[config.mk]
export PLATFORM = sky130hd
export DESIGN_NAME = rv32i_core
export DESIGN_NICKNAME = d
export VERILOG_FILES = /design/src/logic/rv32i_isa_pkg.sv /design/src/logic/core_ctrl_pkg.sv /design/src/logic/decode_if.sv /design/src/logic/instr_decoder.sv /design/src/logic/reg_file.sv /design/src/logic/exec_unit.sv /design/src/logic/pc_unit.sv /design/src/logic/rv32i_core.sv
export SDC_FILE = /design/constraint.sdc
export NUM_CORES = 2
export LEC_CHECK = 0
export BUFFER_PORTS_ARGS = -buffer_cell sky130_fd_sc_hd__buf_2
export CORE_UTILIZATION = 25
export DETAILED_ROUTE_END_ITERATION = 12
export GPL_TIMING_DRIVEN = 1
export REMOVE_ABC_BUFFERS = 1
export SYNTH_ARGS = -nofsm -noshare
export SYNTH_HDL_FRONTEND = slang
export SYNTH_SLANG_ARGS = --single-unit
[constraint.sdc]
create_clock -name clk -period 23.5 [get_ports clk]
set_input_delay 3.525 -clock clk [delete_from_list [all_inputs] [get_ports clk]]
set_output_delay 3.525 -clock clk [all_outputs]
set_load 0.1 [all_outputs]
[src/logic/rv32i_isa_pkg.sv]
`default_nettype none

package rv32i_isa_pkg;

    localparam int xlen           = 32;
    localparam int reg_addr_width = 5;

    ////////////////////////////////////////
    // Opcodes
    ////////////////////////////////////////

    localparam logic [6:0] op_lui   = 7'b0110111; // U format
    localparam logic [6:0] op_auipc = 7'b0010111; // U format
    localparam logic [6:0] op_jal   = 7'b1101111; // J format
    localparam logic [6:0] op_jalr  = 7'b1100111; // I format
    localparam logic [6:0] op_br    = 7'b1100011; // B format
    localparam logic [6:0] op_imm   = 7'b0010011; // I format arithmetic
    localparam logic [6:0] op_reg   = 7'b0110011; // R format arithmetic

    localparam logic [2:0] arith_f3_add  = 3'b000; // Bit 30 selects sub on op_reg
    localparam logic [2:0] arith_f3_sll  = 3'b001;
    localparam logic [2:0] arith_f3_slt  = 3'b010;
    localparam logic [2:0] arith_f3_sltu = 3'b011;
    localparam logic [2:0] arith_f3_xor  = 3'b100;
    localparam logic [2:0] arith_f3_sr   = 3'b101; // Bit 30 selects arithmetic shift
    localparam logic [2:0] arith_f3_or   = 3'b110;
    localparam logic [2:0] arith_f3_and  = 3'b111;

    localparam logic [2:0] branch_f3_beq  = 3'b000;
    localparam logic [2:0] branch_f3_bne  = 3'b001;
    localparam logic [2:0] branch_f3_blt  = 3'b100;
    localparam logic [2:0] branch_f3_bge  = 3'b101;
    localparam logic [2:0] branch_f3_bltu = 3'b110;
    localparam logic [2:0] branch_f3_bgeu = 3'b111;

    ////////////////////////////////////////
    // Instruction word, one view per format
    ////////////////////////////////////////

    typedef union packed {
        struct packed {
            logic [6:0] funct7;
            logic [4:0] rs2;
            logic [4:0] rs1;
            logic [2:0] funct3;
            logic [4:0] rd;
            logic [6:0] opcode;
        } r_fmt;
        struct packed {
            logic [11:0] imm_11_0;
            logic [4:0]  rs1;
            logic [2:0]  funct3;
            logic [4:0]  rd;
            logic [6:0]  opcode;
        } i_fmt;
        struct packed {
            logic       imm_12;
            logic [5:0] imm_10_5;
            logic [4:0] rs2;
            logic [4:0] rs1;
            logic [2:0] funct3;
            logic [3:0] imm_4_1;
            logic       imm_11;
            logic [6:0] opcode;
        } b_fmt;
        struct packed {
            logic [19:0] imm_31_12;
            logic [4:0]  rd;
            logic [6:0]  opcode;
        } u_fmt;
        struct packed {
            logic       imm_20;
            logic [9:0] imm_10_1;
            logic       imm_11;
            logic [7:0] imm_19_12;
            logic [4:0] rd;
            logic [6:0] opcode;
        } j_fmt;
    } instr_t;

endpackage : rv32i_isa_pkg

`default_nettype wire

[src/logic/core_ctrl_pkg.sv]
`default_nettype none

package core_ctrl_pkg;

    localparam logic alu_src_rs1 = 1'b0; // First ALU operand
    localparam logic alu_src_pc  = 1'b1;
    localparam logic alu_src_rs2 = 1'b0; // Second ALU operand
    localparam logic alu_src_imm = 1'b1;

    localparam logic [1:0] alu_op_add = 2'b00;
    localparam logic [1:0] alu_op_xor = 2'b01;
    localparam logic [1:0] alu_op_or  = 2'b10;
    localparam logic [1:0] alu_op_and = 2'b11;

    localparam logic shift_left  = 1'b0;
    localparam logic shift_right = 1'b1;

    localparam logic cmp_src_rs2 = 1'b0;
    localparam logic cmp_src_imm = 1'b1;

    localparam logic [2:0] rd_src_alu    = 3'b000;
    localparam logic [2:0] rd_src_shift  = 3'b001;
    localparam logic [2:0] rd_src_cmp    = 3'b010;
    localparam logic [2:0] rd_src_imm    = 3'b011;
    localparam logic [2:0] rd_src_pc_p_4 = 3'b100;

    localparam logic [31:0] reset_pc = 32'h0000_0000; // First fetch address

endpackage : core_ctrl_pkg

`default_nettype wire

[src/logic/decode_if.sv]
`timescale 1ns/1ns
`default_nettype none

interface decode_if
    import rv32i_isa_pkg::*;
    import core_ctrl_pkg::*;
();

    logic [reg_addr_width-1:0]  rs1_addr;
    logic [reg_addr_width-1:0]  rs2_addr;
    logic [reg_addr_width-1:0]  rd_addr;
    logic                       rd_write;

    logic                       alu_src_1;
    logic                       alu_src_2;
    logic                       alu_inv_rs2;
    logic                       alu_cin;
    logic [$bits(alu_op_add)-1:0] alu_op;
    logic                       shift_dir;
    logic                       shift_fill; // Bit entering on a right shift
    logic                       cmp_src;
    logic                       cmp_out;
    logic [$bits(rd_src_alu)-1:0] rd_src;
    logic [xlen-1:0]            imm;
    logic                       pc_take_alu;

    // Flags returned by the datapath
    logic                       cmp_lt;   // Unsigned less than
    logic                       cmp_eq;
    logic                       cmp_a_31;
    logic                       cmp_b_31;
    logic                       rs1_31;

    modport decoder (
        output rs1_addr, rs2_addr, rd_addr, rd_write,
        output alu_src_1, alu_src_2, alu_inv_rs2, alu_cin, alu_op,
        output shift_dir, shift_fill, cmp_src, cmp_out, rd_src, imm, pc_take_alu,
        input  cmp_lt, cmp_eq, cmp_a_31, cmp_b_31, rs1_31
    );

    modport exec (
        input  alu_src_1, alu_src_2, alu_inv_rs2, alu_cin, alu_op,
        input  shift_dir, shift_fill, cmp_src, cmp_out, rd_src, imm,
        output cmp_lt, cmp_eq, cmp_a_31, cmp_b_31, rs1_31
    );

    modport regs (input rs1_addr, rs2_addr, rd_addr, rd_write);

    modport pc (input pc_take_alu);

endinterface : decode_if

`default_nettype wire

[src/logic/instr_decoder.sv]
`timescale 1ns/1ns
`default_nettype none

module instr_decoder
    import rv32i_isa_pkg::*;
    import core_ctrl_pkg::*;
(
    input  logic            reset,
    input  instr_t          instr,
    decode_if.decoder       dec
);

    logic [6:0]      opcode;
    logic [2:0]      funct3;
    logic            f7_30;
    logic [xlen-1:0] i_imm;
    logic [xlen-1:0] b_imm;
    logic [xlen-1:0] u_imm;
    logic [xlen-1:0] j_imm;
    logic            signed_lt;
    logic            is_reg;
    logic            has_rd;
    logic            use_rs1;
    logic            use_rs2;

    ////////////////////////////////////////
    // Field extraction
    ////////////////////////////////////////

    always_comb begin
        opcode    = instr.r_fmt.opcode;
        funct3    = instr.r_fmt.funct3;
        f7_30     = instr.r_fmt.funct7[5];
        i_imm     = {{20{instr.i_fmt.imm_11_0[11]}}, instr.i_fmt.imm_11_0};
        b_imm     = {{19{instr.b_fmt.imm_12}}, instr.b_fmt.imm_12, instr.b_fmt.imm_11,
                     instr.b_fmt.imm_10_5, instr.b_fmt.imm_4_1, 1'b0};
        u_imm     = {instr.u_fmt.imm_31_12, 12'h000};
        j_imm     = {{11{instr.j_fmt.imm_20}}, instr.j_fmt.imm_20, instr.j_fmt.imm_19_12,
                     instr.j_fmt.imm_11, instr.j_fmt.imm_10_1, 1'b0};
        signed_lt = dec.cmp_lt ^ dec.cmp_a_31 ^ dec.cmp_b_31; // Unsigned result corrected by signs
        is_reg    = (opcode == op_reg);
    end

    ////////////////////////////////////////
    // Control selects
    ////////////////////////////////////////

    always_comb begin
        has_rd          = 1'b0;
        use_rs1         = 1'b0;
        use_rs2         = 1'b0;
        dec.alu_src_1   = alu_src_rs1;
        dec.alu_src_2   = alu_src_imm;
        dec.alu_inv_rs2 = 1'b0;
        dec.alu_cin     = 1'b0;
        dec.alu_op      = alu_op_add;
        dec.shift_dir   = shift_left;
        dec.shift_fill  = 1'b0;
        dec.cmp_src     = cmp_src_rs2;
        dec.cmp_out     = 1'b0;
        dec.rd_src      = rd_src_alu;
        dec.imm         = i_imm;
        dec.pc_take_alu = 1'b0;

        unique case (opcode)
            op_lui: begin
                has_rd     = 1'b1;
                dec.rd_src = rd_src_imm;
                dec.imm    = u_imm;
            end
            op_auipc: begin
                has_rd        = 1'b1;
                dec.alu_src_1 = alu_src_pc;
                dec.imm       = u_imm;
            end
            op_jal: begin
                has_rd          = 1'b1;
                dec.alu_src_1   = alu_src_pc;
                dec.imm         = j_imm;
                dec.rd_src      = rd_src_pc_p_4;
                dec.pc_take_alu = 1'b1;
            end
            op_jalr: begin
                has_rd          = 1'b1;
                use_rs1         = 1'b1;
                dec.rd_src      = rd_src_pc_p_4;
                dec.pc_take_alu = 1'b1;
            end
            op_br: begin
                use_rs1       = 1'b1;
                use_rs2       = 1'b1;
                dec.alu_src_1 = alu_src_pc; // Target is PC plus B immediate
                dec.imm       = b_imm;
                unique case (funct3)
                    branch_f3_beq:  dec.cmp_out = dec.cmp_eq;
                    branch_f3_bne:  dec.cmp_out = ~dec.cmp_eq;
                    branch_f3_blt:  dec.cmp_out = signed_lt;
                    branch_f3_bge:  dec.cmp_out = ~signed_lt;
                    branch_f3_bltu: dec.cmp_out = dec.cmp_lt;
                    branch_f3_bgeu: dec.cmp_out = ~dec.cmp_lt;
                    default:        dec.cmp_out = 1'b0;
                endcase
                dec.pc_take_alu = dec.cmp_out;
            end
            op_imm, op_reg: begin
                has_rd        = 1'b1;
                use_rs1       = 1'b1;
                use_rs2       = is_reg;
                dec.alu_src_2 = is_reg ? alu_src_rs2 : alu_src_imm;
                dec.cmp_src   = is_reg ? cmp_src_rs2 : cmp_src_imm;
                unique case (funct3)
                    arith_f3_add: begin
                        dec.alu_inv_rs2 = is_reg & f7_30; // Sub as add of inverted rs2 plus one
                        dec.alu_cin     = is_reg & f7_30;
                    end
                    arith_f3_sll:  dec.rd_src = rd_src_shift;
                    arith_f3_slt: begin
                        dec.cmp_out = signed_lt;
                        dec.rd_src  = rd_src_cmp;
                    end
                    arith_f3_sltu: begin
                        dec.cmp_out = dec.cmp_lt;
                        dec.rd_src  = rd_src_cmp;
                    end
                    arith_f3_xor:  dec.alu_op = alu_op_xor;
                    arith_f3_sr: begin
                        dec.shift_dir  = shift_right;
                        dec.shift_fill = f7_30 & dec.rs1_31; // Sign fill for sra
                        dec.rd_src     = rd_src_shift;
                    end
                    arith_f3_or:   dec.alu_op = alu_op_or;
                    arith_f3_and:  dec.alu_op = alu_op_and;
                endcase
            end
            default: begin
            end
        endcase
    end

    always_comb begin
        dec.rs1_addr = use_rs1 ? instr.r_fmt.rs1 : '0;
        dec.rs2_addr = use_rs2 ? instr.r_fmt.rs2 : '0;
        dec.rd_addr  = instr.r_fmt.rd;
        dec.rd_write = has_rd && (instr.r_fmt.rd != '0) && !reset; // No retirement under reset
    end

endmodule : instr_decoder

`default_nettype wire

[src/logic/reg_file.sv]
`timescale 1ns/1ns
`default_nettype none

module reg_file
    import rv32i_isa_pkg::*;
(
    input  logic            clk,
    decode_if.regs          dec,
    input  logic [xlen-1:0] rd_data,
    output logic [xlen-1:0] rs1_data,
    output logic [xlen-1:0] rs2_data
);

    logic [xlen-1:0] reg_mem [2**reg_addr_width];

    always_ff @(posedge clk) begin
        if (dec.rd_write) begin
            reg_mem[dec.rd_addr] <= rd_data;
        end
    end

    // x0 is hardwired to zero
    always_comb begin
        rs1_data = (dec.rs1_addr == '0) ? '0 : reg_mem[dec.rs1_addr];
        rs2_data = (dec.rs2_addr == '0) ? '0 : reg_mem[dec.rs2_addr];
    end

endmodule : reg_file

`default_nettype wire

[src/logic/exec_unit.sv]
`timescale 1ns/1ns
`default_nettype none

module exec_unit
    import rv32i_isa_pkg::*;
    import core_ctrl_pkg::*;
(
    decode_if.exec          dec,
    input  logic [xlen-1:0] rs1_data,
    input  logic [xlen-1:0] rs2_data,
    input  logic [xlen-1:0] pc,
    input  logic [xlen-1:0] pc_p_4,
    output logic [xlen-1:0] alu_result,
    output logic [xlen-1:0] rd_data
);

    logic [xlen-1:0]   op_a;
    logic [xlen-1:0]   op_b;
    logic [xlen-1:0]   op_b_add;
    logic [4:0]        shamt;
    logic [2*xlen-1:0] shift_ext;
    logic [xlen-1:0]   shift_result;
    logic [xlen-1:0]   cmp_b;

    ////////////////////////////////////////
    // ALU and shifter
    ////////////////////////////////////////

    always_comb begin
        op_a     = (dec.alu_src_1 == alu_src_pc) ? pc : rs1_data;
        op_b     = (dec.alu_src_2 == alu_src_imm) ? dec.imm : rs2_data;
        op_b_add = dec.alu_inv_rs2 ? ~op_b : op_b;

        unique case (dec.alu_op)
            alu_op_add: alu_result = op_a + op_b_add + {{(xlen-1){1'b0}}, dec.alu_cin};
            alu_op_xor: alu_result = op_a ^ op_b;
            alu_op_or:  alu_result = op_a | op_b;
            alu_op_and: alu_result = op_a & op_b;
        endcase

        shamt     = op_b[4:0];
        shift_ext = {{xlen{dec.shift_fill}}, op_a} >> shamt; // Upper half supplies the fill
        if (dec.shift_dir == shift_left) begin
            shift_result = op_a << shamt;
        end else begin
            shift_result = shift_ext[xlen-1:0];
        end
    end

    ////////////////////////////////////////
    // Comparator
    ////////////////////////////////////////

    always_comb begin
        cmp_b        = (dec.cmp_src == cmp_src_imm) ? dec.imm : rs2_data;
        dec.cmp_lt   = rs1_data < cmp_b;
        dec.cmp_eq   = rs1_data == cmp_b;
        dec.cmp_a_31 = rs1_data[xlen-1];
        dec.cmp_b_31 = cmp_b[xlen-1];
        dec.rs1_31   = rs1_data[xlen-1];
    end

    always_comb begin
        unique case (dec.rd_src)
            rd_src_shift:  rd_data = shift_result;
            rd_src_cmp:    rd_data = {{(xlen-1){1'b0}}, dec.cmp_out};
            rd_src_imm:    rd_data = dec.imm;
            rd_src_pc_p_4: rd_data = pc_p_4; // Link address
            default:       rd_data = alu_result;
        endcase
    end

endmodule : exec_unit

`default_nettype wire

[src/logic/pc_unit.sv]
`timescale 1ns/1ns
`default_nettype none

module pc_unit
    import core_ctrl_pkg::*;
(
    input  logic        clk,
    input  logic        reset,
    decode_if.pc        dec,
    input  logic [31:0] alu_result,
    output logic [31:0] pc,
    output logic [31:0] pc_p_4
);

    assign pc_p_4 = pc + 32'd4;

    always_ff @(posedge clk) begin
        if (reset) begin
            pc <= reset_pc;
        end else if (dec.pc_take_alu) begin
            pc <= {alu_result[31:1], 1'b0}; // Jump or taken branch
        end else begin
            pc <= pc_p_4;
        end
    end

endmodule : pc_unit

`default_nettype wire

[src/logic/rv32i_core.sv]
`timescale 1ns/1ns
`default_nettype none

module rv32i_core
    import rv32i_isa_pkg::*;
(
    input  logic                      clk,
    input  logic                      reset,
    output logic [xlen-1:0]           imem_addr,
    input  logic [xlen-1:0]           imem_rdata,
    output logic                      rd_write,
    output logic [reg_addr_width-1:0] rd_addr,
    output logic [xlen-1:0]           rd_data
);

    logic [xlen-1:0] rs1_data;
    logic [xlen-1:0] rs2_data;
    logic [xlen-1:0] alu_result;
    logic [xlen-1:0] pc_p_4;

    decode_if dec ();

    instr_decoder u_decoder (
        .reset      (reset),
        .instr      (imem_rdata),
        .dec        (dec.decoder)
    );

    reg_file u_regs (
        .clk        (clk),
        .dec        (dec.regs),
        .rd_data    (rd_data),
        .rs1_data   (rs1_data),
        .rs2_data   (rs2_data)
    );

    exec_unit u_exec (
        .dec        (dec.exec),
        .rs1_data   (rs1_data),
        .rs2_data   (rs2_data),
        .pc         (imem_addr),
        .pc_p_4     (pc_p_4),
        .alu_result (alu_result),
        .rd_data    (rd_data)
    );

    pc_unit u_pc (
        .clk        (clk),
        .reset      (reset),
        .dec        (dec.pc),
        .alu_result (alu_result),
        .pc         (imem_addr), // Fetch address is the PC
        .pc_p_4     (pc_p_4)
    );

    // Retirement view of the write-back
    assign rd_write = dec.rd_write;
    assign rd_addr  = dec.rd_addr;

endmodule : rv32i_core

`default_nettype wire

==> flow_summary_export.csv <==
group,metric,value,unit
outcome,status,"complete, no violations",
global_routing,gr-total-overflow,0,
layout,drive_gt1_frac,0.162,
critical_path,cp-startpoint,"imem_rdata[20]",
detailed_routing,wl,298000,µm
worst_hold_path,hold_class,"flip-flop to flip-flop",
layout,area.sequential,31300,µm²
timing,finalHoldViolCount,0,
yosys,synth_xor_area_frac,0.00920,
floorplanning,die_w,496,µm
power_and_ir_drop,p_per_area,64.2,nW/µm²
clocking,path_clk_slew,70,ps
global_routing,grt_usage,0.234,
place,gp_congestion,0.991,
global_routing,antenna_found_initial,18,
worst_hold_path,worstHoldStart,"u_pc.pc[1]$_SDFFE_PP0P_",
yosys,yosysMostFrequentCell,"edfxtp_1",
global_routing,grt_start_max_net_pins,134,
yosys,synth_simple_gate_area_frac,0.112,
place,dp.cells,8432,
clocking,cts_buffers,110,
yosys,syn_area,60900,µm²
timing,rsz0062_at_grt,"false",
clocking,ctsRootBufferMaster,"clkbuf_16",
detailed_routing,met2WireLength,128000,µm
layout,layout.cells.non_filler,8645,
worst_hold_path,hold_depth,2,
timing,fin_skew,76.4,ps
layout,fillers,24700,
detailed_routing,dr_wl_met3,37900,µm
place,io_buffers,102,
clocking,clk_path_buf_depth,3,
clocking,postCtsHoldBufs,0,
detailed_routing,met1_length,109000,µm
detailed_routing,ant_nets,0,
timing,period_needed,16710,ps
clocking,insertion_delay,780,ps
detailed_routing,vias,53600,
yosys,ys.warnings.count,0,
place,hpwl,188000,µm
clocking,htreeDepth,3,
detailed_routing,drc,0,
yosys,netlist.top_cell.by_area,"edfxtp_1",
timing,drv_slew,0,
detailed_routing,top_layer_used,"met5",
timing,finalCritPeriodShare,0.711,
yosys,ys_seq_area_frac,0.514,
critical_path,cp-start-kind,"input pin",
yosys,syn_avg_cell_area,11.4,µm²
critical_path,critPathMaxFanout,66,
critical_path,worstPathRequired,19980,ps
yosys,synth_enable_flop_cells,1022,
yosys,syn_inst,5350,
yosys,synth_commonest_cells,"1022 x edfxtp_1, 612 x nand2_1, 322 x nor2_1, 279 x a221oi_1, 273 x a21oi_1",
critical_path,rr_startpoint,"u_regs.reg_mem[21][4]$_DFFE_PP_",
critical_path,r2r_setup_slack,16390,ps
critical_path,crit_path_end_kind,"output port",
detailed_routing,wl_per_cell,34.5,µm
timing,timing.fmax,0.0598,GHz
layout,fin_nets,5522,
global_routing,first_global_vias,50300,
clocking,cts_tree,"built",
yosys,synth_mux_area_frac,0.110,
detailed_routing,vias_per_cell,6.20,
layout,multi_input_area,27800,µm²
floorplanning,die_h,496,µm
critical_path,critPathKind,"input pin to output port",
clocking,postCtsSetupRepairBufs,0,
yosys,ys.flop_type,"edfxtp_1",
timing,setup_viol,0,
detailed_routing,drtPass1Iterations,6,
yosys,synth-compound-area-share,0.186,
floorplanning,rows,180,
yosys,ys_types,111,
power_and_ir_drop,ir_drop,68.5,µV
timing,relSlewSlack,0.0232,
clocking,cts_resized,0,
timing,finalSetupTns,0,ps
clocking,cts.sinks,1053,
floorplanning,core-area,241000,µm²
power_and_ir_drop,p_leak,0.0231,µW
yosys,ys_seq_elements,1053,
floorplanning,ios,104,
critical_path,r2r-end,"u_regs.reg_mem[22][26]$_DFFE_PP_",
detailed_routing,drt_iter0_markers,8818,
run,drv_cap,0,
floorplanning,start_util,0.252,
global_routing,grt_pass1_wl,408000,µm
floorplanning,die_area,246000,µm²
layout,areaGrowthSynthToFinish,13.9,%
yosys,yosysTopAreaCellShare,0.504,
critical_path,r2r_cells,20,
yosys,synth_top_family_by_area,"compound AO/OA/AOI/OAI gates",
critical_path,cp.arrival,13180,ps
timing,max_slew.worst_pin.slew,1450,ps
yosys,postSynth.asyncResetShare,0,
yosys,synth_area_leaders,"edfxtp_1 50%, mux4_2 5.6%, a221oi_1 4.0%",
worst_hold_path,min_to,"u_pc.pc[1]$_SDFFE_PP0P_",
yosys,synth_fa_ha_area_frac,0.0266,
-- state kept, by name, summed over array words and instances, names as in the netlist --
| name | count |
|---|---|
| u_regs.reg_mem | 1022 |
| u_pc.pc | 31 |
-- stage by stage --
step | cell area [µm²] | setup slack [ps] | util | power [µW] | hold WS, ps
floorplan | 58900 | 3150 | - | 2460 | 905
global placement | 65800 | 7250 | 0.273 | 2700 | 613
detailed placement | 65800 | 7230 | 0.273 | 2710 | 624
CTS | 69400 | 7190 | 0.287 | 4440 | 635
global route | 69400 | 6640 | 0.287 | 4540 | 676
finish | 69400 | 6790 | 0.287 | 4450 | 651
-- where the power goes --
| part | leakage (µW) | total (µW) | internal, µW | switching (µW) |
|---|---|---|---|---|
| Combinational | 0.0119 | 570 | 141 | 429 |
| Clock | 0.00174 | 1770 | 968 | 798 |
| Sequential | 0.00949 | 2120 | 2110 | 7.23 |
-- how the worst max path moves through the flow --
| stage | slack, ps | depth (start not counted) | endpoint |
|---|---|---|---|
| after detailed placement | 7230 | 27 | rd_data[31] |
| after CTS | 7190 | 27 | rd_data[31] |
| after global routing | 6640 | 27 | rd_data[31] |
| final | 6790 | 27 | rd_data[28] |
| after global placement | 7250 | 27 | rd_data[31] |
| after floorplan | 3150 | 18 | rd_data[9] |
-- cells by family after synthesis --
group                    count (synthesis)
AO/OA/AOI/OAI                         1574
AND/OR/NAND/NOR                       1491
flip-flops                            1053
buffers and inverters                  573
multiplexers                           468
adder cells (fa/ha/maj)                129
XOR/XNOR                                61
other                                    1
-- critical path: stages --
cell and delay (ps):
buf_8 410, buf_4 640, and2_1 780, nand3_4 690
buf_4 610, buf_4 520, and3_1 290, a211oi_1 250
a21oi_1 100, o22ai_1 650, a21oi_1 240, mux2i_1 270
ha_1 340, a21o_1 200, a21oi_1 140, o21ai_0 100
a31oi_1 460, o211ai_1 300, a32o_1 350, a31o_2 310
nor2_1 110, a31oi_1 60, o22ai_1 210, nor2_1 80
a21oi_2 270, buf_4 400, buf_2 540
-- final cells by class --
cell class / count / area share
clock buffer: 129 / 0.0410
inverter: 115 / 0.00622
timing repair buffer: 325 / 0.0328
multi-input combinational: 3754 / 0.401
sequential: 1053 / 0.451
antenna: 8 / 0.000289
tap: 3185 / 0.0574
clock inverter: 76 / 0.0101
-- cells in the final DEF, fill, tap and decap left out, drive strengths merged, types with 43 or more instances in the layout --
master     n
nand3    204
edfxtp  1022
o31ai     73
clkinv    60
a21oi    275
a31oi     60
clkbuf   130
a221o     43
a211oi   114
a21o      43
nor2     324
o211ai    51
mux2i    217
a221oi   279
and3      74
o22ai     61
nand2    612
buf      324
nor3      84
inv      119
mux4     152
o21ai    246
mux2      99
ha       128
-- layer usage --
| layer | vias up | track usage |
|---|---|---|
| met5 | - | 0 |
| met3 | 1071 | 0.0597 |
| met1 | 26700 | 0.295 |
| met4 | 6 | 0.159 |
| met2 | 4638 | 0.353 |
| li1 | 21200 | - |
No activity file was read; power rests on OpenSTA's default activity.
